==> src/miner_settings.svh <==
`ifndef MINER_SETTINGS_SVH
`define MINER_SETTINGS_SVH

// UART bit time in clock cycles, kept short for simulation
`define CLOCKS_PER_BIT 8

// Width of the bit-time counters in the receiver and transmitter
`define BIT_TIMER_WIDTH 8

// Block header length in bytes
`define HEADER_BYTES 80

// SHA-256 rounds per compression
`define SHA_ROUNDS 64

`endif

==> src/miner_pkg.sv <==
package miner_pkg;

    // Search control states
    typedef enum logic [2:0] {
        Load,
        Block1,
        Block2,
        Check,
        Send,
        Idle
    } minerState;

    // Shared by the receiver and the transmitter
    typedef enum logic [1:0] {
        UartIdle,
        UartStart,
        UartData,
        UartStop
    } uartState;

    // SHA-256 round constants K0..K63
    localparam logic [31:0] roundTable [64] = '{
        32'h428a2f98, 32'h71374491, 32'hb5c0fbcf, 32'he9b5dba5,
        32'h3956c25b, 32'h59f111f1, 32'h923f82a4, 32'hab1c5ed5,
        32'hd807aa98, 32'h12835b01, 32'h243185be, 32'h550c7dc3,
        32'h72be5d74, 32'h80deb1fe, 32'h9bdc06a7, 32'hc19bf174,
        32'he49b69c1, 32'hefbe4786, 32'h0fc19dc6, 32'h240ca1cc,
        32'h2de92c6f, 32'h4a7484aa, 32'h5cb0a9dc, 32'h76f988da,
        32'h983e5152, 32'ha831c66d, 32'hb00327c8, 32'hbf597fc7,
        32'hc6e00bf3, 32'hd5a79147, 32'h06ca6351, 32'h14292967,
        32'h27b70a85, 32'h2e1b2138, 32'h4d2c6dfc, 32'h53380d13,
        32'h650a7354, 32'h766a0abb, 32'h81c2c92e, 32'h92722c85,
        32'ha2bfe8a1, 32'ha81a664b, 32'hc24b8b70, 32'hc76c51a3,
        32'hd192e819, 32'hd6990624, 32'hf40e3585, 32'h106aa070,
        32'h19a4c116, 32'h1e376c08, 32'h2748774c, 32'h34b0bcb5,
        32'h391c0cb3, 32'h4ed8aa4a, 32'h5b9cca4f, 32'h682e6ff3,
        32'h748f82ee, 32'h78a5636f, 32'h84c87814, 32'h8cc70208,
        32'h90befffa, 32'ha4506ceb, 32'hbef9a3f7, 32'hc67178f2
    };

    // H0..H7, H0 in the top word
    localparam logic [255:0] initialHash = {
        32'h6a09e667, 32'hbb67ae85, 32'h3c6ef372, 32'ha54ff53a,
        32'h510e527f, 32'h9b05688c, 32'h1f83d9ab, 32'h5be0cd19
    };

    function automatic logic [31:0] roundConstant(input logic [5:0] index);
        return roundTable[index];
    endfunction

endpackage

==> src/uartReceiver.sv <==
`include "miner_settings.svh"

module uartReceiver import miner_pkg::*; (
    input  logic       clock,
    input  logic       rstN,
    input  logic       rxd,
    output logic [7:0] rxByte,
    output logic       rxValid
);

    logic [1:0] rxSync;
    logic       rxLine;
    uartState   state;
    logic [`BIT_TIMER_WIDTH-1:0] bitTimer;
    logic [2:0] bitIndex;
    logic [7:0] shiftReg;
    logic       halfBit;
    logic       fullBit;

    // Synchronized line, idles high
    assign rxLine = rxSync[1];

    // Half a bit lines the sampling up with mid-bit
    assign halfBit = bitTimer == `BIT_TIMER_WIDTH'(`CLOCKS_PER_BIT / 2 - 1);
    assign fullBit = bitTimer == `BIT_TIMER_WIDTH'(`CLOCKS_PER_BIT - 1);

    always_ff @(posedge clock or negedge rstN) begin
        if (!rstN) begin
            rxSync   <= 2'b11;
            state    <= UartIdle;
            bitTimer <= '0;
            bitIndex <= '0;
            rxValid  <= 1'b0;
        end else begin
            rxSync  <= {rxSync[0], rxd};
            rxValid <= 1'b0;
            bitTimer <= bitTimer + 1'b1;
            case (state)
                UartIdle: begin
                    bitTimer <= '0;
                    // Falling edge marks a start bit
                    if (!rxLine) begin
                        state <= UartStart;
                    end
                end
                UartStart: begin
                    if (halfBit) begin
                        bitTimer <= '0;
                        bitIndex <= '0;
                        // Glitch shorter than half a bit is ignored
                        state    <= rxLine ? UartIdle : UartData;
                    end
                end
                UartData: begin
                    if (fullBit) begin
                        bitTimer <= '0;
                        bitIndex <= bitIndex + 1'b1;
                        if (bitIndex == 3'd7) begin
                            state <= UartStop;
                        end
                    end
                end
                UartStop: begin
                    if (fullBit) begin
                        bitTimer <= '0;
                        state    <= UartIdle;
                        // Low stop bit is a framing error, byte dropped
                        rxValid  <= rxLine;
                    end
                end
                default: state <= UartIdle;
            endcase
        end
    end

    // Data arrives LSB first
    always_ff @(posedge clock) begin
        if (state == UartData && fullBit) begin
            shiftReg <= {rxLine, shiftReg[7:1]};
        end
        if (state == UartStop && fullBit && rxLine) begin
            rxByte <= shiftReg;
        end
    end

endmodule

==> config.mk <==
export PLATFORM = sky130hd
export DESIGN_NAME = uartReceiver
export DESIGN_NICKNAME = d
export VERILOG_FILES = /design/src/miner_pkg.sv /design/src/uartReceiver.sv
export VERILOG_INCLUDE_DIRS = /design/src
export SDC_FILE = /design/constraint.sdc
export NUM_CORES = 1
export LEC_CHECK = 0
export ABC_CLOCK_PERIOD_IN_PS = 2400
export BUFFER_PORTS_ARGS = -buffer_cell sky130_fd_sc_hd__buf_2
export CORE_MARGIN = 2
export CORE_UTILIZATION = 38
export CTS_BUF_LIST = sky130_fd_sc_hd__clkbuf_4 sky130_fd_sc_hd__clkbuf_8 sky130_fd_sc_hd__clkbuf_16
export DETAILED_ROUTE_END_ITERATION = 16
export HOLD_SLACK_MARGIN = 0.1
export PLACE_DENSITY_LB_ADDON = 0.3
export SYNTH_ARGS = -nofsm -noshare
export SYNTH_HDL_FRONTEND = slang
export SYNTH_SLANG_ARGS = --single-unit
==> constraint.sdc <==
create_clock -name clock -period 2.4 [get_ports clock]
set_input_delay 0.72 -clock clock [delete_from_list [all_inputs] [get_ports clock]]
set_output_delay 0.72 -clock clock [all_outputs]
set_load 0.01 [all_outputs]
==> flow_summary.toml <==
[synthesis]
yosysTopAreaCell = "edfxtp_1"
synth_cells = 96
synth.most_common_cell = "edfxtp_1"
yosys_most_used_dff = "edfxtp_1"
postSynth.asyncResetShare_pct = 50.0
synth.distinct_cells = 33
ys_seq_area_share_pct = 68.3
synth_area_leaders = "edfxtp_1 (37%), dfrtp_1 (27%), dfstp_2 (4.1%), ha_1 (2.9%), or3_1 (1.9%)"
synth_area_um2 = 1290
yosys.area.top_type_share_pct = 37.1
synth_edf_count = 16
synth_common_cells = "edfxtp_1 (16), dfrtp_1 (14), nand2_1 (6)"
yosysWarningCount = 0
syn_avg_cell_area_um2 = 13.5
synth_seq_cells = 32
syn_nets = 102

[detailed_routing]
wl_per_cell_um = 12.3
viasPerCell = 4.99
drt_iter0_drc = 10
firstDrtPassIters = 4
via_count = 789
wl_um = 1940
drc_errors = 0
postRouteAntennaNets = 0

[final_layout]
design.final.nets = 117
fillerInstances = 322
fin_area_um2 = 1480
area_growth_pct = 14.2
layout-drive-gt1-share_pct = 23.2
stdcell_count = 158
num_antenna_cells = 0

[global_route]
grt_pass1_wl_um = 3480
grt_max_degree = 17
antenna_found_initial = 0
overflow = 0
track_usage_pct = 11.8
first_global_vias = 770

[timing]
setup_violations = 0
max_freq_mhz = 535
whs_ns = 0.275
worst_pin_slew_ns = 0.521
fin_crit_sh_pct = 77.9
max-slew-margin-rel_pct = 64.8
slew_viol_final = 0
tns_ns = 0
hold_viol = 0
min_period_ns = 1.87
fin_skew_ns = 0.0112
rsz0062_at_grt = "false"

[clocking]
insertion_delay_ns = 0.33
htreeDepth = 2
cts_setup_buffers = 0
clk_pin_slew_worst_paths_ns = 0.10
tritoncts = "done"
post_cts_resized = 0
cts-root-buf = "clkbuf_4"
clockBufferDepth = 2
cts_buffers = 5
numClockSinks = 32
cts-hold-fix-buffers = 0

[place]
dp.final_hpwl_um = 1380
place_area_um2 = 1400
dpl.cell_count = 150
portBuffers = 11
routabilityCongestion = 0.734

[setup_path]
worstSetupPathType = "reg2reg"
critPathMaxFanout = 7
cp-start-kind = "flip-flop"
cp-end-kind = "flip-flop"
crit_arrival_ns = 2.06
cp.required_ns = 2.59
r2r_setup_slack_ns = 0.53

[worst_hold_path]
hp-class = "in2async"

[floorplan]
core_area_um2 = 3310
io_pins = 12
die_y_um = 62.4
start_util_pct = 39.1
placementRows = 21
dieWidth_um = 62.4
dieArea_um2 = 3890

[power]
power.density_nw_per_um2 = 985
ir_drop_mv = 0.535
p_leak_nw = 0.583

[job]
max_cap_violations = 0

[status]
status = "completed"
-- area by class of cell --
type                    instances  area [µm²]  share of cell area, %
multi-input cells              56         379                   25.7
clock inverters                 3        42.5                   2.88
repair buffers                 12        62.6                   4.23
well taps                      46        57.6                   3.89
flip-flops and latches         32         883                   59.8
inverters                       4        15.0                   1.02
clock buffers                   5        37.5                   2.54
-- state kept, by name, summed over array words and instances (netlist names), named ones only --
register / cells
bitIndex: 3
bitTimer: 8
rxByte: 8
rxSync: 2
rxValid: 1
shiftReg: 8
state: 1
-- worst paths after layout --
check / from / to / cells past startpoint
worst min-delay path: rstN / rxValid$_DFF_PN0_ / 1
worst min register to register: rxSync[0]$_DFF_PN1_ / rxSync[1]$_DFF_PN1_ / 0
max in group asynchronous: rstN / rxSync[0]$_DFF_PN1_ / 1
worst max-delay path: bitTimer[0]$_DFF_PN0_ / bitTimer[3]$_DFF_PN0_ / 4
worst max register to register: bitTimer[0]$_DFF_PN0_ / bitTimer[3]$_DFF_PN0_ / 4
min in group clock: rxSync[0]$_DFF_PN1_ / rxSync[1]$_DFF_PN1_ / 0
-- routing by layer --
layer | vias up | share of wire (%) | wire (µm) | GRT usage [%]
met3 | 5 | 4.8 | 93 | 4.89
li1 | 389 | - | - | -
met1 | 379 | 46 | 898 | 14.1
met2 | 16 | 46 | 895 | 18.3
met4 | 0 | 2.5 | 48 | 5.83
met5 | - | 0 | 0 | 0
-- layout by cell type (no fill, tap or decap), drive strengths merged, types with 2 or more instances in the layout --
cell,instances
nor3,3
clkbuf,5
o21ai,3
buf,12
dfrtp,14
inv,4
dfstp,2
nor2,5
o2bb2ai,2
edfxtp,16
or3,4
ha,3
nand3b,2
or2,2
nand2,6
a21oi,4
xor2,2
nand3,4
or3b,2
-- where the power goes --
| group | switching, mW | internal, mW | leakage, nW |
|---|---|---|---|
| combinational | 0.166 | 0.138 | 0.195 |
| sequential | 0.100 | 0.650 | 0.347 |
| clock | 0.183 | 0.217 | 0.0412 |
| total | 0.450 | 1.01 | 0.583 |
-- worst max-delay path, stage by stage, from the launching register on --
cell and delay (ns):
dfrtp_1 0.38, ha_1 0.26, or3b_1 0.46, o32ai_2 0.51, nor3_1 0.12
-- logic make-up (layout without fill, tap and decap cells) --
logic type	after synthesis	in the layout	share of synthesized area (%)
mux	1	1	0.774
xor+xnor	3	3	2.03
flops	32	32	68.3
compound gates	15	15	8.32
fa+ha+maj	3	3	2.90
simple gates	34	34	15.3
buf+inv	8	24	2.42
-- through the flow --
stage / power [mW] / util [%] / setup slack (ns)
2_1_floorplan: 1.01 / - / 0.586
3_3_place_gp: 1.06 / 42.2 / 0.590
3_5_place_dp: 1.07 / 42.2 / 0.546
4_1_cts: 1.47 / 44.6 / 0.536
5_1_grt: 1.55 / 44.6 / 0.400
6_report: 1.45 / 44.6 / 0.531
(Power assumes the default switching activity.)
