File: config.mk
export PLATFORM = sky130hd
export DESIGN_NAME = sha256Compressor
export DESIGN_NICKNAME = d
export VERILOG_FILES = /design/src/miner_pkg.sv /design/src/sha256Compressor.sv
export VERILOG_INCLUDE_DIRS = /design/src
export SDC_FILE = /design/constraint.sdc
export NUM_CORES = 2
export LEC_CHECK = 0
export ABC_CLOCK_PERIOD_IN_PS = 26000
export BUFFER_PORTS_ARGS = -buffer_cell sky130_fd_sc_hd__buf_2
export CAP_MARGIN = 40
export CORE_AREA = 4 4 398 400
export CTS_BUF_LIST = sky130_fd_sc_hd__clkbuf_8
export DETAILED_ROUTE_END_ITERATION = 12
export DIE_AREA = 0 0 402 404
export GPL_TIMING_DRIVEN = 0
export PLACE_DENSITY_LB_ADDON = 0.2
export SETUP_SLACK_MARGIN = 0.5
export SYNTH_ARGS = -nofsm -noshare
export SYNTH_HDL_FRONTEND = slang
export SYNTH_SLANG_ARGS = --single-unit
File: constraint.sdc
create_clock -name clock -period 26 [get_ports clock]
set_input_delay 0 -clock clock [delete_from_list [all_inputs] [get_ports clock]]
set_output_delay 0 -clock clock [all_outputs]
set_load 0.05 [all_outputs]
File: src/miner_settings.svh
`ifndef MINER_SETTINGS_SVH
`define MINER_SETTINGS_SVH

// UART bit time in clock cycles, kept short for simulation
`define CLOCKS_PER_BIT 8

// Width of the bit-time counters in the receiver and transmitter
`define BIT_TIMER_WIDTH 8

// Block header length in bytes
`define HEADER_BYTES 80

// SHA-256 rounds per compression
`define SHA_ROUNDS 64

`endif

File: src/miner_pkg.sv
package miner_pkg;

    // Search control states
    typedef enum logic [2:0] {
        Load,
        Block1,
        Block2,
        Check,
        Send,
        Idle
    } minerState;

    // Shared by the receiver and the transmitter
    typedef enum logic [1:0] {
        UartIdle,
        UartStart,
        UartData,
        UartStop
    } uartState;

    // SHA-256 round constants K0..K63
    localparam logic [31:0] roundTable [64] = '{
        32'h428a2f98, 32'h71374491, 32'hb5c0fbcf, 32'he9b5dba5,
        32'h3956c25b, 32'h59f111f1, 32'h923f82a4, 32'hab1c5ed5,
        32'hd807aa98, 32'h12835b01, 32'h243185be, 32'h550c7dc3,
        32'h72be5d74, 32'h80deb1fe, 32'h9bdc06a7, 32'hc19bf174,
        32'he49b69c1, 32'hefbe4786, 32'h0fc19dc6, 32'h240ca1cc,
        32'h2de92c6f, 32'h4a7484aa, 32'h5cb0a9dc, 32'h76f988da,
        32'h983e5152, 32'ha831c66d, 32'hb00327c8, 32'hbf597fc7,
        32'hc6e00bf3, 32'hd5a79147, 32'h06ca6351, 32'h14292967,
        32'h27b70a85, 32'h2e1b2138, 32'h4d2c6dfc, 32'h53380d13,
        32'h650a7354, 32'h766a0abb, 32'h81c2c92e, 32'h92722c85,
        32'ha2bfe8a1, 32'ha81a664b, 32'hc24b8b70, 32'hc76c51a3,
        32'hd192e819, 32'hd6990624, 32'hf40e3585, 32'h106aa070,
        32'h19a4c116, 32'h1e376c08, 32'h2748774c, 32'h34b0bcb5,
        32'h391c0cb3, 32'h4ed8aa4a, 32'h5b9cca4f, 32'h682e6ff3,
        32'h748f82ee, 32'h78a5636f, 32'h84c87814, 32'h8cc70208,
        32'h90befffa, 32'ha4506ceb, 32'hbef9a3f7, 32'hc67178f2
    };

    // H0..H7, H0 in the top word
    localparam logic [255:0] initialHash = {
        32'h6a09e667, 32'hbb67ae85, 32'h3c6ef372, 32'ha54ff53a,
        32'h510e527f, 32'h9b05688c, 32'h1f83d9ab, 32'h5be0cd19
    };

    function automatic logic [31:0] roundConstant(input logic [5:0] index);
        return roundTable[index];
    endfunction

endpackage

File: src/sha256Compressor.sv
`include "miner_settings.svh"

module sha256Compressor import miner_pkg::*; (
    input  logic         clock,
    input  logic         rstN,
    input  logic         compressStart,
    input  logic [511:0] blockIn,
    input  logic [255:0] chainIn,
    output logic [255:0] digest,
    output logic         compressDone
);

    // Counts 0..SHA_ROUNDS, the extra step adds the chaining value
    logic [6:0]  roundIndex;
    logic        active;
    logic        loadStep;
    logic        roundStep;
    logic        finalStep;
    logic [31:0] a, b, c, d, e, f, g, h;
    // Rolling window, W[t] always sits in word 0
    logic [31:0] schedule [16];
    logic [31:0] t1;
    logic [31:0] t2;
    logic [31:0] nextWord;

    function automatic logic [31:0] rotr(input logic [31:0] x, input int n);
        return (x >> n) | (x << (32 - n));
    endfunction

    function automatic logic [31:0] bigSigma0(input logic [31:0] x);
        return rotr(x, 2) ^ rotr(x, 13) ^ rotr(x, 22);
    endfunction

    function automatic logic [31:0] bigSigma1(input logic [31:0] x);
        return rotr(x, 6) ^ rotr(x, 11) ^ rotr(x, 25);
    endfunction

    function automatic logic [31:0] smallSigma0(input logic [31:0] x);
        return rotr(x, 7) ^ rotr(x, 18) ^ (x >> 3);
    endfunction

    function automatic logic [31:0] smallSigma1(input logic [31:0] x);
        return rotr(x, 17) ^ rotr(x, 19) ^ (x >> 10);
    endfunction

    assign loadStep  = compressStart && !active;
    assign roundStep = active && roundIndex != 7'(`SHA_ROUNDS);
    assign finalStep = active && roundIndex == 7'(`SHA_ROUNDS);

    always_comb begin
        t1 = h + bigSigma1(e) + ((e & f) ^ (~e & g))
            + roundConstant(roundIndex[5:0]) + schedule[0];
        t2 = bigSigma0(a) + ((a & b) ^ (a & c) ^ (b & c));
        // W[t+16] from the current window
        nextWord = smallSigma1(schedule[14]) + schedule[9]
            + smallSigma0(schedule[1]) + schedule[0];
    end

    always_ff @(posedge clock or negedge rstN) begin
        if (!rstN) begin
            active       <= 1'b0;
            roundIndex   <= '0;
            compressDone <= 1'b0;
        end else begin
            compressDone <= finalStep;
            if (loadStep) begin
                active     <= 1'b1;
                roundIndex <= '0;
            end else if (roundStep) begin
                roundIndex <= roundIndex + 7'd1;
            end else if (finalStep) begin
                active <= 1'b0;
            end
        end
    end

    always_ff @(posedge clock) begin
        if (loadStep) begin
            {a, b, c, d, e, f, g, h} <= chainIn;
            for (int i = 0; i < 16; i++) begin
                schedule[i] <= blockIn[511 - 32 * i -: 32];
            end
        end else if (roundStep) begin
            a <= t1 + t2;
            b <= a;
            c <= b;
            d <= c;
            e <= d + t1;
            f <= e;
            g <= f;
            h <= g;
            for (int i = 0; i < 15; i++) begin
                schedule[i] <= schedule[i + 1];
            end
            schedule[15] <= nextWord;
        end else if (finalStep) begin
            // Word-wise add, held until the next compression ends
            digest <= {
                chainIn[255:224] + a,
                chainIn[223:192] + b,
                chainIn[191:160] + c,
                chainIn[159:128] + d,
                chainIn[127:96] + e,
                chainIn[95:64] + f,
                chainIn[63:32] + g,
                chainIn[31:0] + h
            };
        end
    end

endmodule

==> metrics.txt <==
outcome=finished, final reports clean; initial core utilization=44.0%; Post-Syn Area=68300 um^2; CORE AREA=155000 um^2; Synth top cells by count=2263 x nand2_1, 1024 x edfxtp_1, 412 x xnor2_1, 389 x ha_1, 340 x inv_1; Final Max Slew Viols=0; Yosys top cell area share=45.0%; post_cts resized=0; Max clock buf depth=3; unrepaired setup endpoints after global routing=false; min-delay src=blockIn[486]; minimum clock period=10.90 ns; Reg-to-Reg End=a[30]; hold path endpoint=schedule[0][6]; drt via density=5.67; area leader, netlist=edfxtp_1; Layout Cells excl Fill=12200; largest net degree at the start of global routing=134; slew at the pin closest to its max-slew limit=0.935 ns; Final HPWL DP=251 mm; Post-DRT Antenna Nets=0; critical path type=flip-flop to flip-flop; count leader, synth=nand2_1; CTS root buf=clkbuf_8; Tightest Hold Check Type=input port to flip-flop; Final Cell Area=95400 um^2; fmax=91.8 MHz; reg2reg start=roundIndex[0]; GR Overflow Total=0; WL final=332 mm; critical-path maximum fanout=10; first-pass GRT wire length=468 mm; Slew HR=37.0%; Synthesized Nets=8488; Avg WL per Cell=27.3 um; antenna violations before repair=79; latest clock arrival within the worst-skew pair=0.95 ns; met3 Usage GRT=7.63%; post-layout util=61.4%; CP delay by family, top=compound AO/OA/AOI/OAI gates; FP Rows=145; Post-route DRC=0; Max Cap Violations=0; worst-path cell with the longest stage delay=nor4b_1; vias in the first global route=68400; Clk pin slew, worst setup/hold paths=0.06 ns; synth warn=0; Syn Inst Count=7133; WP data arrival=11.59 ns; die area=162000 um^2; Synth Area per Inst=9.57 um^2; most used cell, CP=inv_1; gp weighted congestion=0.991; First-pass DRT Iterations=8; CTS tree=done; I/O pins=1028; # clock sinks=1033; vias=69000; DIE HEIGHT=404 um; met1 Use GR=48.3%; Reg2Reg Depth=39; Post CTS Setup Buffer Count=0; Buf/Inv on CP=10; Worst setup EP type=flip-flop; Worst Skew=0.0747 ns; Hold Crit Depth=4; gr busiest metal=met2; area added between synthesis and finish=39.7%; met2 GRT Util=65.2%; Synth area leaders=edfxtp_1 45%, nand2_1 12%, ha_1 7.1%; Initial DRC Count=7429; dpl cells=10300; period utilization=41.9%; number of distinct library cells after synthesis=89; Crit path required time=26.69 ns; Final nets=11300; Hold Vio Cnt, Final=0; fill count=12700; R2R Setup Slk=15.10 ns; Placed Area=77000 um^2; TritonCTS Buffers=181; Synth Flop Type=edfxtp_1; fraction of layout cells with a size suffix above 1=14.1%; Die X=402 um; Async SR Flop Fraction=0.871%; Final setup viols=0; EDFF count, synth=1024; H-tree depth=4; Seq cells post-synth=1033; GRT Overall Usage=39.5%; sequential cell area fraction in the yosys report=45.4%; port bufs=1027; Startpoint Class=flip-flop; max incr delay on CP=0.70 ns
==> worst max path at each step <==
stage / end / depth (start not counted) / slack (ns) / start
final: a[30] / 39 / 15.10 / roundIndex[0]
after global placement: roundIndex[0] / 10 / -0.78 / roundIndex[0]
after global routing: a[30] / 39 / 14.64 / roundIndex[0]
after CTS: a[30] / 39 / 15.51 / roundIndex[0]
after floorplan: roundIndex[0] / 10 / 8.10 / roundIndex[0]
after detailed placement: a[30] / 39 / 15.52 / roundIndex[0]
==> cells in the final DEF, fill, tap and decap left out, types with 23 or more instances in the layout <==
cell type	instances
nand2_1	2263
dlygate4sd3_1	1482
buf_2	1027
edfxtp_1	1024
xnor2_1	412
ha_1	389
inv_1	387
a21oi_1	336
nor2_1	277
clkbuf_1	276
o21ai_0	270
a21o_1	209
fa_1	195
clkbuf_8	181
xor2_1	164
o21a_1	80
nor3_1	73
diode_2	72
nand3_1	70
nand2b_1	57
nor2b_1	53
o21bai_1	45
buf_6	45
a31oi_1	44
clkinv_1	44
a211oi_1	42
o31ai_1	35
o211ai_1	31
and3_1	30
and2_1	26
mux2_2	24
nand4_1	23
==> flip-flops by register name, summed over array words and instances, names as in the netlist <==
signal / cells
f: 32
schedule: 512
a: 32
b: 32
active: 1
c: 32
h: 32
e: 32
g: 32
roundIndex: 7
digest: 256
compressDone: 1
d: 32
==> final cells by class <==
type                       count  area [um^2]  share of cell area, %
antenna                       72          180                  0.189
buffer                       298         1120                   1.17
clock buffer                 181         2490                   2.61
clock inverter               135          852                  0.893
inverter                     341         1290                   1.35
multi-input combinational   5461        34900                   36.6
sequential                  1033        31000                   32.5
tap                         2058         2570                   2.70
timing repair buffer        2586        21000                   22.0
==> per-stage QoR <==
step	setup TNS, ns	setup WS (ns)	hold WS, ns
5_1_grt	0	14.64	0.0324
3_3_place_gp	-349.93	-0.783	-0.0632
6_report	0	15.10	0.0976
3_5_place_dp	0	15.52	-0.0654
4_1_cts	0	15.51	0.000587
2_1_floorplan	0	8.10	-0.296
==> repair_timing <==
action | in CTS | in global routing
setup endpoints to repair | 0 | 0
hold endpoints to repair | 1034 | 0
hold buffers | 1482 | 0
==> logic make-up (layout without fill, tap and decap cells) <==
logic type	count (synthesis)	count (layout)	share of synthesized area, %
AOI/OAI and AO/OA	1293	1293	12.4
xor gates and xnor gates	577	577	7.42
adders and majority gates	588	588	12.9
buffers and inverters	639	3541	3.51
DFF	1033	1033	45.4
muxes	42	42	0.770
other	0	72	0
and+or+nand+nor	2961	2961	17.7
==> worst min-delay path: stages <==
cell           delay [ns]
dlygate4sd3_1        0.65
buf_2                0.15
nand2_1              0.04
nand2_1              0.06
==> metal layers <==
metal / vias up / share of wire (%)
met3: 1105 / 8.7
met1: 33400 / 38
met5: - / 0.011
li1: 30200 / -
met4: 8 / 6.9
met2: 4300 / 47
Power is left out: the tool's default activity adds up to more than one toggle a clock period on the data nets, which glitch-free logic cannot reach.
