$ cat config.mk
export PLATFORM = sky130hd
export DESIGN_NAME = uartTransmitter
export DESIGN_NICKNAME = d
export VERILOG_FILES = /design/src/miner_pkg.sv /design/src/uartTransmitter.sv
export VERILOG_INCLUDE_DIRS = /design/src
export SDC_FILE = /design/constraint.sdc
export NUM_CORES = 1
export LEC_CHECK = 0
export BUFFER_PORTS_ARGS = -buffer_cell sky130_fd_sc_hd__buf_4
export CAP_MARGIN = 20
export CORE_UTILIZATION = 40
export DETAILED_ROUTE_END_ITERATION = 8
export MAX_ROUTING_LAYER = met4
export PLACE_DENSITY_LB_ADDON = 0.3
export SLEW_MARGIN = 20
export SYNTH_ARGS = -nofsm -noshare
export SYNTH_HDL_FRONTEND = slang
export SYNTH_SLANG_ARGS = --single-unit
$ cat constraint.sdc
create_clock -name clock -period 4.5 [get_ports clock]
set_input_delay 0.9 -clock clock [delete_from_list [all_inputs] [get_ports clock]]
set_output_delay 0.9 -clock clock [all_outputs]
set_load 0.01 [all_outputs]
$ cat src/miner_settings.svh
`ifndef MINER_SETTINGS_SVH
`define MINER_SETTINGS_SVH

// UART bit time in clock cycles, kept short for simulation
`define CLOCKS_PER_BIT 8

// Width of the bit-time counters in the receiver and transmitter
`define BIT_TIMER_WIDTH 8

// Block header length in bytes
`define HEADER_BYTES 80

// SHA-256 rounds per compression
`define SHA_ROUNDS 64

`endif

$ cat src/miner_pkg.sv
package miner_pkg;

    // Search control states
    typedef enum logic [2:0] {
        Load,
        Block1,
        Block2,
        Check,
        Send,
        Idle
    } minerState;

    // Shared by the receiver and the transmitter
    typedef enum logic [1:0] {
        UartIdle,
        UartStart,
        UartData,
        UartStop
    } uartState;

    // SHA-256 round constants K0..K63
    localparam logic [31:0] roundTable [64] = '{
        32'h428a2f98, 32'h71374491, 32'hb5c0fbcf, 32'he9b5dba5,
        32'h3956c25b, 32'h59f111f1, 32'h923f82a4, 32'hab1c5ed5,
        32'hd807aa98, 32'h12835b01, 32'h243185be, 32'h550c7dc3,
        32'h72be5d74, 32'h80deb1fe, 32'h9bdc06a7, 32'hc19bf174,
        32'he49b69c1, 32'hefbe4786, 32'h0fc19dc6, 32'h240ca1cc,
        32'h2de92c6f, 32'h4a7484aa, 32'h5cb0a9dc, 32'h76f988da,
        32'h983e5152, 32'ha831c66d, 32'hb00327c8, 32'hbf597fc7,
        32'hc6e00bf3, 32'hd5a79147, 32'h06ca6351, 32'h14292967,
        32'h27b70a85, 32'h2e1b2138, 32'h4d2c6dfc, 32'h53380d13,
        32'h650a7354, 32'h766a0abb, 32'h81c2c92e, 32'h92722c85,
        32'ha2bfe8a1, 32'ha81a664b, 32'hc24b8b70, 32'hc76c51a3,
        32'hd192e819, 32'hd6990624, 32'hf40e3585, 32'h106aa070,
        32'h19a4c116, 32'h1e376c08, 32'h2748774c, 32'h34b0bcb5,
        32'h391c0cb3, 32'h4ed8aa4a, 32'h5b9cca4f, 32'h682e6ff3,
        32'h748f82ee, 32'h78a5636f, 32'h84c87814, 32'h8cc70208,
        32'h90befffa, 32'ha4506ceb, 32'hbef9a3f7, 32'hc67178f2
    };

    // H0..H7, H0 in the top word
    localparam logic [255:0] initialHash = {
        32'h6a09e667, 32'hbb67ae85, 32'h3c6ef372, 32'ha54ff53a,
        32'h510e527f, 32'h9b05688c, 32'h1f83d9ab, 32'h5be0cd19
    };

    function automatic logic [31:0] roundConstant(input logic [5:0] index);
        return roundTable[index];
    endfunction

endpackage

$ cat src/uartTransmitter.sv
`include "miner_settings.svh"

module uartTransmitter import miner_pkg::*; (
    input  logic       clock,
    input  logic       rstN,
    input  logic       txStart,
    input  logic [7:0] txByte,
    output logic       txd,
    output logic       txBusy
);

    uartState   state;
    logic [`BIT_TIMER_WIDTH-1:0] bitTimer;
    logic [2:0] bitIndex;
    logic [7:0] shiftReg;
    logic       bitEnd;

    assign bitEnd = bitTimer == `BIT_TIMER_WIDTH'(`CLOCKS_PER_BIT - 1);
    // Busy through the whole frame, start strobes meanwhile are dropped
    assign txBusy = state != UartIdle;

    always_ff @(posedge clock or negedge rstN) begin
        if (!rstN) begin
            state    <= UartIdle;
            bitTimer <= '0;
            bitIndex <= '0;
            txd      <= 1'b1;
        end else begin
            bitTimer <= bitEnd ? '0 : bitTimer + 1'b1;
            case (state)
                UartIdle: begin
                    bitTimer <= '0;
                    txd      <= 1'b1;
                    if (txStart) begin
                        state <= UartStart;
                        txd   <= 1'b0;
                    end
                end
                UartStart: begin
                    if (bitEnd) begin
                        state    <= UartData;
                        bitIndex <= '0;
                        txd      <= shiftReg[0];
                    end
                end
                UartData: begin
                    if (bitEnd) begin
                        bitIndex <= bitIndex + 1'b1;
                        if (bitIndex == 3'd7) begin
                            state <= UartStop;
                            txd   <= 1'b1;
                        end else begin
                            txd <= shiftReg[1];
                        end
                    end
                end
                UartStop: begin
                    // Line already high, just wait out the stop bit
                    if (bitEnd) begin
                        state <= UartIdle;
                    end
                end
                default: state <= UartIdle;
            endcase
        end
    end

    always_ff @(posedge clock) begin
        if (state == UartIdle && txStart) begin
            shiftReg <= txByte;
        end else if (state == UartData && bitEnd) begin
            shiftReg <= shiftReg >> 1;
        end
    end

endmodule

==> flow_metrics.tcl, run 1 <==
set metrics [dict create \
    worstMarginPinSlew_ns 0.3288 \
    nets 128 \
    cts_tree "done" \
    postCtsSetupRepairBufs 0 \
    ys_seq_elements 22 \
    postCtsHoldBufs 0 \
    min_period_ns 2.342 \
    final_common_cell "dfrtp_1" \
    layout_common_cells "dfrtp_1 (13), buf_4 (12), ha_1 (8), edfxtp_1 (8)" \
    initial_core_util_pct 43.96 \
    hold_path.class "in -> async" \
    io_buffers 12 \
    syn-cell-area_sq_um 1139 \
    dr_total_vias 736 \
    clock_latency_ns 0.31 \
    fin_crit_sh_pct 52.04 \
    outcome "completed" \
    fillers 236 \
    synth_top_area_share_pct 28.57 \
    cp-end-kind "primary output" \
    hpwl_um 1464 \
    synthTopCellsByArea "dfrtp_1 (29%), edfxtp_1 (21%), ha_1 (8.8%)" \
    rr_endpoint "shiftReg[5]" \
    cp.required_ns 3.60 \
    r2r_setup_slack_ns 2.54 \
    gp_congestion 0.8118 \
    fp.dieH_um 55.35 \
    avgSynthCellArea_sq_um 11.99 \
    cts_resized 0 \
    slew_headroom_pct 78.03 \
    syn2layout_area_growth_pct 11.98 \
    wirelength_um 1881 \
    cts_htree_levels 1 \
    setup_tns_ns 0 \
    dr.first_iter.drc_count 14 \
    cts_buffers 3 \
    ff_latch_area_sq_um 591.8 \
    netlist-cell-type-count 29 \
    clock_sinks 22 \
    wl_per_cell_um 13.63 \
    finish.utilization_pct 49.23 \
    placementRows 18 \
    drt_first_pass_iters 4 \
    r2r-start "bitTimer[0]" \
    drc 0 \
    clockBufferDepth 2 \
    critPathKind "reg -> out" \
    grt_setup_unrepaired "false" \
    overflow 0 \
    arrival_ns 1.44 \
    fin_worst_skew_ns 0.006099 \
    dieArea_sq_um 3064 \
    track_usage_pct 14.31 \
    r2r_cells 5 \
    die_x_um 55.35 \
    grt_pass1_wl_um 3284 \
    core-area_sq_um 2590 \
    seq_area_frac_synth_pct 51.98 \
    cp_max_fo 7 \
    setup_viol 0 \
    critPathLaunchType "flop" \
    dp.cells 134 \
    hold_viol 0 \
    num_antenna_cells 0 \
    ant_nets 0 \
    synth_nets 114 \
    clock-root-buffer "clkbuf_4" \
    io_pins 13 \
    hold_ws_ns 0.4110 \
    peakVddDrop_mv 0.3270 \
    multi_input_area_sq_um 496.7 \
    synth_cells 95 \
    grt_max_degree 15 \
    fmax_mhz 427.0 \
    fin_cells 138 \
    vias_per_cell 5.333 \
    yosys_warnings 0 \
    report.final.slew_viol_count 0 \
    clk_pin_slew_worst_paths_ns 0.12 \
    synth_top_area_cell "dfrtp_1" \
    first_global_vias 753 \
    antenna_found_initial 0 \
    p_per_area_nw_per_um2 568.5 \
    maxCapViolCount 0 \
    p_leak_nw 0.5819 \
    drive_gt1_share_pct 26.85 \
]
-- sequential cells by signal (all words and copies together) (netlist names) --
register / cells
txd: 1
bitIndex: 3
bitTimer: 8
state: 2
shiftReg: 8
-- per-layer routing --
layer  global-route usage, %  share of wire, %  vias up
met5                       -                 0        -
met4                   7.500               2.2        0
met3                   3.747               3.3        6
met2                   22.89                48       15
met1                   16.47                47      354
li1                        -                 -      361
-- area by class of cell --
cell class / instances / area share, %
well taps: 30 / 2.944
clock buffers: 4 / 2.846
flip-flops and latches: 22 / 46.42
multi-input cells: 64 / 38.96
inverters: 6 / 1.766
repair buffers: 12 / 7.066
-- where the power goes --
group	switching, mW	leakage (nW)	internal [mW]
sequential	0.0387	0.256	0.276
clock	0.0585	0.0210	0.0494
combinational	0.169	0.304	0.133
total	0.266	0.582	0.459
-- stage by stage --
stage          total power, mW  setup slack, ns  instance area, sq um
2_1_floorplan           0.5535            2.772                  1139
3_3_place_gp            0.6163            2.524                  1239
3_5_place_dp            0.6214            2.501                  1239
4_1_cts                 0.7309            2.144                  1275
5_1_grt                 0.7870            2.054                  1275
6_report                0.7249            2.158                  1275
-- cells in the mapped netlist, drive strengths merged --
library cell / count
or2: 1
o21ai: 4
nor3: 1
nor2: 11
xor2: 5
a21oi: 1
xnor2: 1
inv: 6
nor4b: 1
nand2: 3
edfxtp: 8
and3: 4
nand3: 6
mux2i: 3
a41oi: 1
buf: 3
nor2b: 1
ha: 8
mux2: 7
a32o: 2
a21boi: 1
nand2b: 1
o211ai: 1
a222oi: 1
dfstp: 1
dfrtp: 13
-- critical path, cell delays in order, from the launching register on --
cell and delay, ns:
dfrtp_1 0.42, inv_1 0.13, ha_1 0.29, inv_1 0.12, buf_4 0.16
-- logic make-up after synthesis --
kind of cell	Yosys count	share of synthesized area, %
flip-flops	22	51.98
AND/OR/NAND/NOR	29	13.74
adder cells (fa/ha/maj)	8	8.792
AO/OA/AOI/OAI	11	6.923
XOR/XNOR	6	4.615
multiplexers	10	9.561
buffers and inverters	9	4.395
-- how the worst max path moves through the flow --
stage	start	cells past startpoint	end	slack, ns
6_report	state[1]	4	txBusy	2.16
5_1_grt	state[0]	4	txBusy	2.05
4_1_cts	state[0]	4	txBusy	2.14
3_5_place_dp	state[0]	4	txBusy	2.50
3_3_place_gp	state[0]	4	txBusy	2.52
2_1_floorplan	state[0]	3	txBusy	2.77
No activity file was read; power rests on OpenSTA's default activity.
==> inputs of run 2 (changes only) <==
==> constraint.sdc (replaced) <==
create_clock -name clock -period 2.3 [get_ports clock]
set_input_delay 0.46 -clock clock [delete_from_list [all_inputs] [get_ports clock]]
set_output_delay 0.46 -clock clock [all_outputs]
set_load 0.01 [all_outputs]
==> run 2 against run 1 <==
Global-route usage is 0.50 points higher. Critical path depth is 1 higher. Clock power grew to 2.7 times the previous value. Sequential power is 95% higher. Critical path type is now reg -> reg. Largest power group unchanged.
==> flow_metrics.tcl, run 2 (synthesis results as in run 1) <==
set metrics [dict create \
    track_usage_pct 14.81 \
    cp-end-kind "flop" \
    cts_resized 0 \
    crit_start "bitTimer[0]" \
    cts_buffers 3 \
    final_common_cell "dfrtp_1" \
    final_cell_area_sq_um 1301 \
    fin_crit_sh_pct 85.64 \
    hold_path.class "in -> reg" \
    postCtsSetupRepairBufs 0 \
    r2r_setup_slack_ns 0.33 \
    cp.depth 5 \
    initial_core_util_pct 43.96 \
    placementRows 18 \
    antenna_found_initial 0 \
    cts_tree "done" \
    fp.dieH_um 55.35 \
    gp_congestion 0.7903 \
    dr_total_vias 741 \
    critPathLaunchType "flop" \
    fmax_mhz 507.7 \
    die_x_um 55.35 \
    layout_common_cells "dfrtp_1 (13), buf_4 (12), ha_1 (8), edfxtp_1 (8)" \
    dr.first_iter.drc_count 34 \
    maxCapViolCount 0 \
    hpwl_um 1437 \
    cpPeakStageDelay_ns 0.42 \
    drt_first_pass_iters 4 \
    r2r-start "bitTimer[0]" \
    cp.buffers_inverters 0 \
    fin_worst_skew_ns 0.01699 \
    clock-root-buffer "clkbuf_4" \
    hold_path_end "shiftReg[0]" \
    setup_ws_ns 0.3302 \
    cp_max_fo 8 \
    drive_gt1_share_pct 26.61 \
    min_path_cells 2 \
    peakVddDrop_mv 0.7655 \
    clk_pin_slew_worst_paths_ns 0.13 \
    dp_slack_ns 0.3355 \
    min-delay-start "txByte[0]" \
    rr_endpoint "shiftReg[6]" \
    setup_viol 0 \
    wirelength_um 1905 \
    cp.required_ns 2.28 \
    drc 0 \
    first_global_vias 746 \
    vias_per_cell 5.331 \
    worstMarginPinSlew_ns 0.3476 \
    clock_sinks 22 \
    arrival_ns 1.95 \
    syn2layout_area_growth_pct 14.29 \
    report.final.slew_viol_count 0 \
    cp_cell_sequence "ha_1 > nor4b_2 > and3_1 > nand2_1 > nand2_1" \
    wl_per_cell_um 13.71 \
    nets 129 \
    setup_tns_ns 0 \
    overflow 0 \
    core-area_sq_um 2590 \
    r2r_cells 5 \
    grt_pass1_wl_um 3450 \
    cpLargestDelayFamily "simple AND/OR/NAND/NOR gates" \
    cpMaxStageDelayCell "dfrtp_1" \
    place_area_sq_um 1239 \
    min_period_ns 1.970 \
    outcome "completed" \
    p_leak_nw 0.5930 \
    grt_setup_unrepaired "false" \
    cts_htree_levels 1 \
    p_per_area_nw_per_um2 1155 \
    num_antenna_cells 0 \
    postCtsHoldBufs 1 \
    slew_headroom_pct 76.77 \
    io_buffers 12 \
    clockBufferDepth 2 \
    top_regs "bitTimer (8), shiftReg (8), bitIndex (3)" \
    io_pins 13 \
    cpMostUsedCell "nand2_1" \
    critPathKind "reg -> reg" \
    grt_max_degree 15 \
    ant_nets 0 \
    clock_latency_ns 0.31 \
    hold_viol 0 \
    dieArea_sq_um 3064 \
    power_mw 1.503 \
    fillers 220 \
]
[run 2: cell count changes in the layout (fill, tap and decap cells not counted)]
cell / delta
bufinv_16: +1
dlygate4sd3_1: +1
clkbuf_8: -1
[run 2: final cells by class]
cell class	instances	area (sq um)	area share (%)
Sequential cell	22	591.8	45.48
Multi-Input combinational cell	64	496.7	38.17
Timing Repair Buffer	13	100.1	7.692
Tap cell	30	37.54	2.885
Clock inverter	1	30.03	2.308
Clock buffer	3	22.52	1.731
Inverter	6	22.52	1.731
[run 2: worst max-delay path by stage]
stage | end
floorplan | shiftReg[0]
global placement | shiftReg[0]
detailed placement | shiftReg[2]
CTS | shiftReg[6]
global route | shiftReg[6]
finish | shiftReg[6]
[run 2: per-stage QoR]
stage | std cells | hold WS [ns] | utilization [%]
final | 139 | 0.4385 | 50.24
after detailed placement | 134 | 0.3248 | 47.83
after CTS | 139 | 0.4265 | 50.24
after global placement | 134 | 0.3211 | 47.83
after global routing | 139 | 0.4304 | 50.24
after floorplan | 95 | 0.1644 | -
[run 2: worst register-to-register path, stage by stage (launching register included)]
cell and delay (ns):
dfrtp_1 0.42, ha_1 0.24, nor4b_2 0.24, and3_1 0.34, nand2_1 0.11, nand2_1 0.30
[run 2: metal layers]
metal  track usage (%)  vias up  routed length (um)
met3             4.215        2                  83
li1                  -      364                   -
met4             3.214        0                  10
met2             23.58       18                 896
met1             18.85      357                 914
met5                 -        -                   0
[run 2: power breakdown]
group | leakage (nW) | switching, mW | internal, mW
logic | 0.309 | 0.334 | 0.261
clock network | 0.0279 | 0.118 | 0.176
registers | 0.256 | 0.0733 | 0.540
total | 0.593 | 0.525 | 0.978
==> inputs of run 3 (changes only) <==
--- a/config.mk
+++ b/config.mk
@@ -8,7 +8,9 @@
 export LEC_CHECK = 0
 export BUFFER_PORTS_ARGS = -buffer_cell sky130_fd_sc_hd__buf_4
 export CAP_MARGIN = 20
-export CORE_UTILIZATION = 40
+export CELL_PAD_IN_SITES_DETAIL_PLACEMENT = 1
+export CELL_PAD_IN_SITES_GLOBAL_PLACEMENT = 2
+export CORE_UTILIZATION = 38
 export DETAILED_ROUTE_END_ITERATION = 8
 export MAX_ROUTING_LAYER = met4
 export PLACE_DENSITY_LB_ADDON = 0.3
==> run 3 against run 2 <==
Via count is 0.40% higher. Hold slack better by 0.00089 ns. Critical path type unchanged. Combinational power is 3% higher. Non-clock buffer count is 1 higher.
==> flow_metrics.tcl, run 3 (synthesis results as in run 1) <==
set metrics [dict create \
    worstMarginPinSlew_ns 0.3389 \
    io_buffers 12 \
    io_pins 13 \
    cts_tree "done" \
    fin_cells 141 \
    grt_pass1_wl_um 3636 \
    report.final.slew_viol_count 0 \
    grt_setup_unrepaired "false" \
    top_regs "bitTimer (8), shiftReg (8), bitIndex (3)" \
    cp.buffers_inverters 0 \
    final_cell_area_sq_um 1310 \
    track_usage_pct 15.21 \
    setup_tns_ns 0 \
    postCtsSetupRepairBufs 0 \
    min_path_cells 2 \
    setup_viol 0 \
    drc 0 \
    cp-end-kind "flop" \
    hpwl_um 1604 \
    gp_congestion 0.7636 \
    critPathLaunchType "flop" \
    placementRows 19 \
    cpMaxStageDelayCell "dfrtp_1" \
    hold_viol 0 \
    r2r-start "bitTimer[0]" \
    maxCapViolCount 0 \
    vias_per_cell 5.277 \
    antenna_found_initial 0 \
    postCtsHoldBufs 1 \
    hold_path_end "shiftReg[1]" \
    p_per_area_nw_per_um2 1162 \
    cpPeakStageDelay_ns 0.42 \
    dr.first_iter.drc_count 21 \
    arrival_ns 1.97 \
    multi_input_area_sq_um 496.7 \
    first_global_vias 798 \
    cp_cell_sequence "ha_1 > nor4b_2 > and3_1 > nand2_1 > nand2_1" \
    dp.cells 136 \
    cp_max_fo 8 \
    fp.dieH_um 56.74 \
    clock-root-buffer "clkbuf_4" \
    fillers 313 \
    fmax_mhz 507.9 \
    dr_total_vias 744 \
    critPathKind "reg -> reg" \
    rr_endpoint "shiftReg[0]" \
    overflow 0 \
    clock_sinks 22 \
    wirelength_um 2106 \
    initial_core_util_pct 40.59 \
    cts_htree_levels 1 \
    peakVddDrop_mv 0.6763 \
    power_mw 1.523 \
    clk_pin_slew_worst_paths_ns 0.12 \
    cp.required_ns 2.30 \
    min_period_ns 1.969 \
    ant_nets 0 \
    fin_crit_sh_pct 85.61 \
    cts_resized 0 \
    die_x_um 56.74 \
    hold_path.class "in -> reg" \
    fin_worst_skew_ns 0.003960 \
    place_area_sq_um 1247 \
    dieArea_sq_um 3219 \
    core-area_sq_um 2805 \
    slew_headroom_pct 77.41 \
    cpLargestDelayFamily "simple AND/OR/NAND/NOR gates" \
    r2r_setup_slack_ns 0.33 \
    outcome "completed" \
    wl_per_cell_um 14.94 \
    layout_common_cells "dfrtp_1 (13), buf_4 (13), ha_1 (8), edfxtp_1 (8)" \
    grt_max_degree 15 \
    p_leak_nw 0.5981 \
    min-delay-start "txByte[1]" \
    drt_first_pass_iters 4 \
    syn2layout_area_growth_pct 15.06 \
    num_antenna_cells 0 \
    clock_latency_ns 0.31 \
    drive_gt1_share_pct 27.27 \
    clockBufferDepth 2 \
    cts_buffers 3 \
    cpMostUsedCell "nand2_1" \
    nets 130 \
    r2r_cells 5 \
    ff_latch_area_sq_um 591.8 \
]
run 3: cell types whose count changed in the layout (fill, tap and decap cells not counted):
cell / before / now
buf_4: 12 / 13
run 3: cell type report:
| class | count | area share (%) |
|---|---|---|
| Clock inverter | 1 | 2.292 |
| Multi-Input combinational cell | 64 | 37.92 |
| Clock buffer | 3 | 1.719 |
| Sequential cell | 22 | 45.18 |
| Inverter | 6 | 1.719 |
| Tap cell | 31 | 2.961 |
| Timing Repair Buffer | 14 | 8.214 |
run 3: worst max-delay path by stage:
stage / start / end / cells past startpoint
detailed placement: bitTimer[0] / shiftReg[3] / 5
floorplan: bitTimer[0] / shiftReg[0] / 6
global route: bitTimer[0] / shiftReg[6] / 5
global placement: bitTimer[0] / shiftReg[4] / 5
CTS: bitTimer[0] / shiftReg[0] / 5
finish: bitTimer[0] / shiftReg[0] / 5
run 3: layer usage:
metal	up-vias	GRT usage, %	share of wire, %
met2	11	24.32	49
met1	362	19.47	47
met4	0	6.272	1.8
met3	4	2.074	2.5
met5	-	-	0
li1	367	-	-
run 3: stage by stage:
| stage | hold slack (ns) | util (%) | setup WS [ns] |
|---|---|---|---|
| final | 0.4394 | 46.70 | 0.3310 |
| after global routing | 0.4291 | 46.70 | 0.09555 |
| after CTS | 0.4260 | 46.70 | 0.3019 |
| after detailed placement | 0.3218 | 44.47 | 0.3138 |
| after global placement | 0.3211 | 44.47 | 0.4006 |
| after floorplan | 0.1644 | - | 0.5986 |
run 3: worst register-to-register path: cells and delay by family (launching register included):
family	cells	cell delay (ns)
simple gates	4	0.98
flops	1	0.42
fa+ha+maj	1	0.25
run 3: report_power, final:
group / total [mW] / switching (mW) / internal [mW] / leakage (nW)
logic: 0.610 / 0.339 / 0.271 / 0.314
registers: 0.616 / 0.0753 / 0.540 / 0.256
clock network: 0.296 / 0.120 / 0.176 / 0.0279
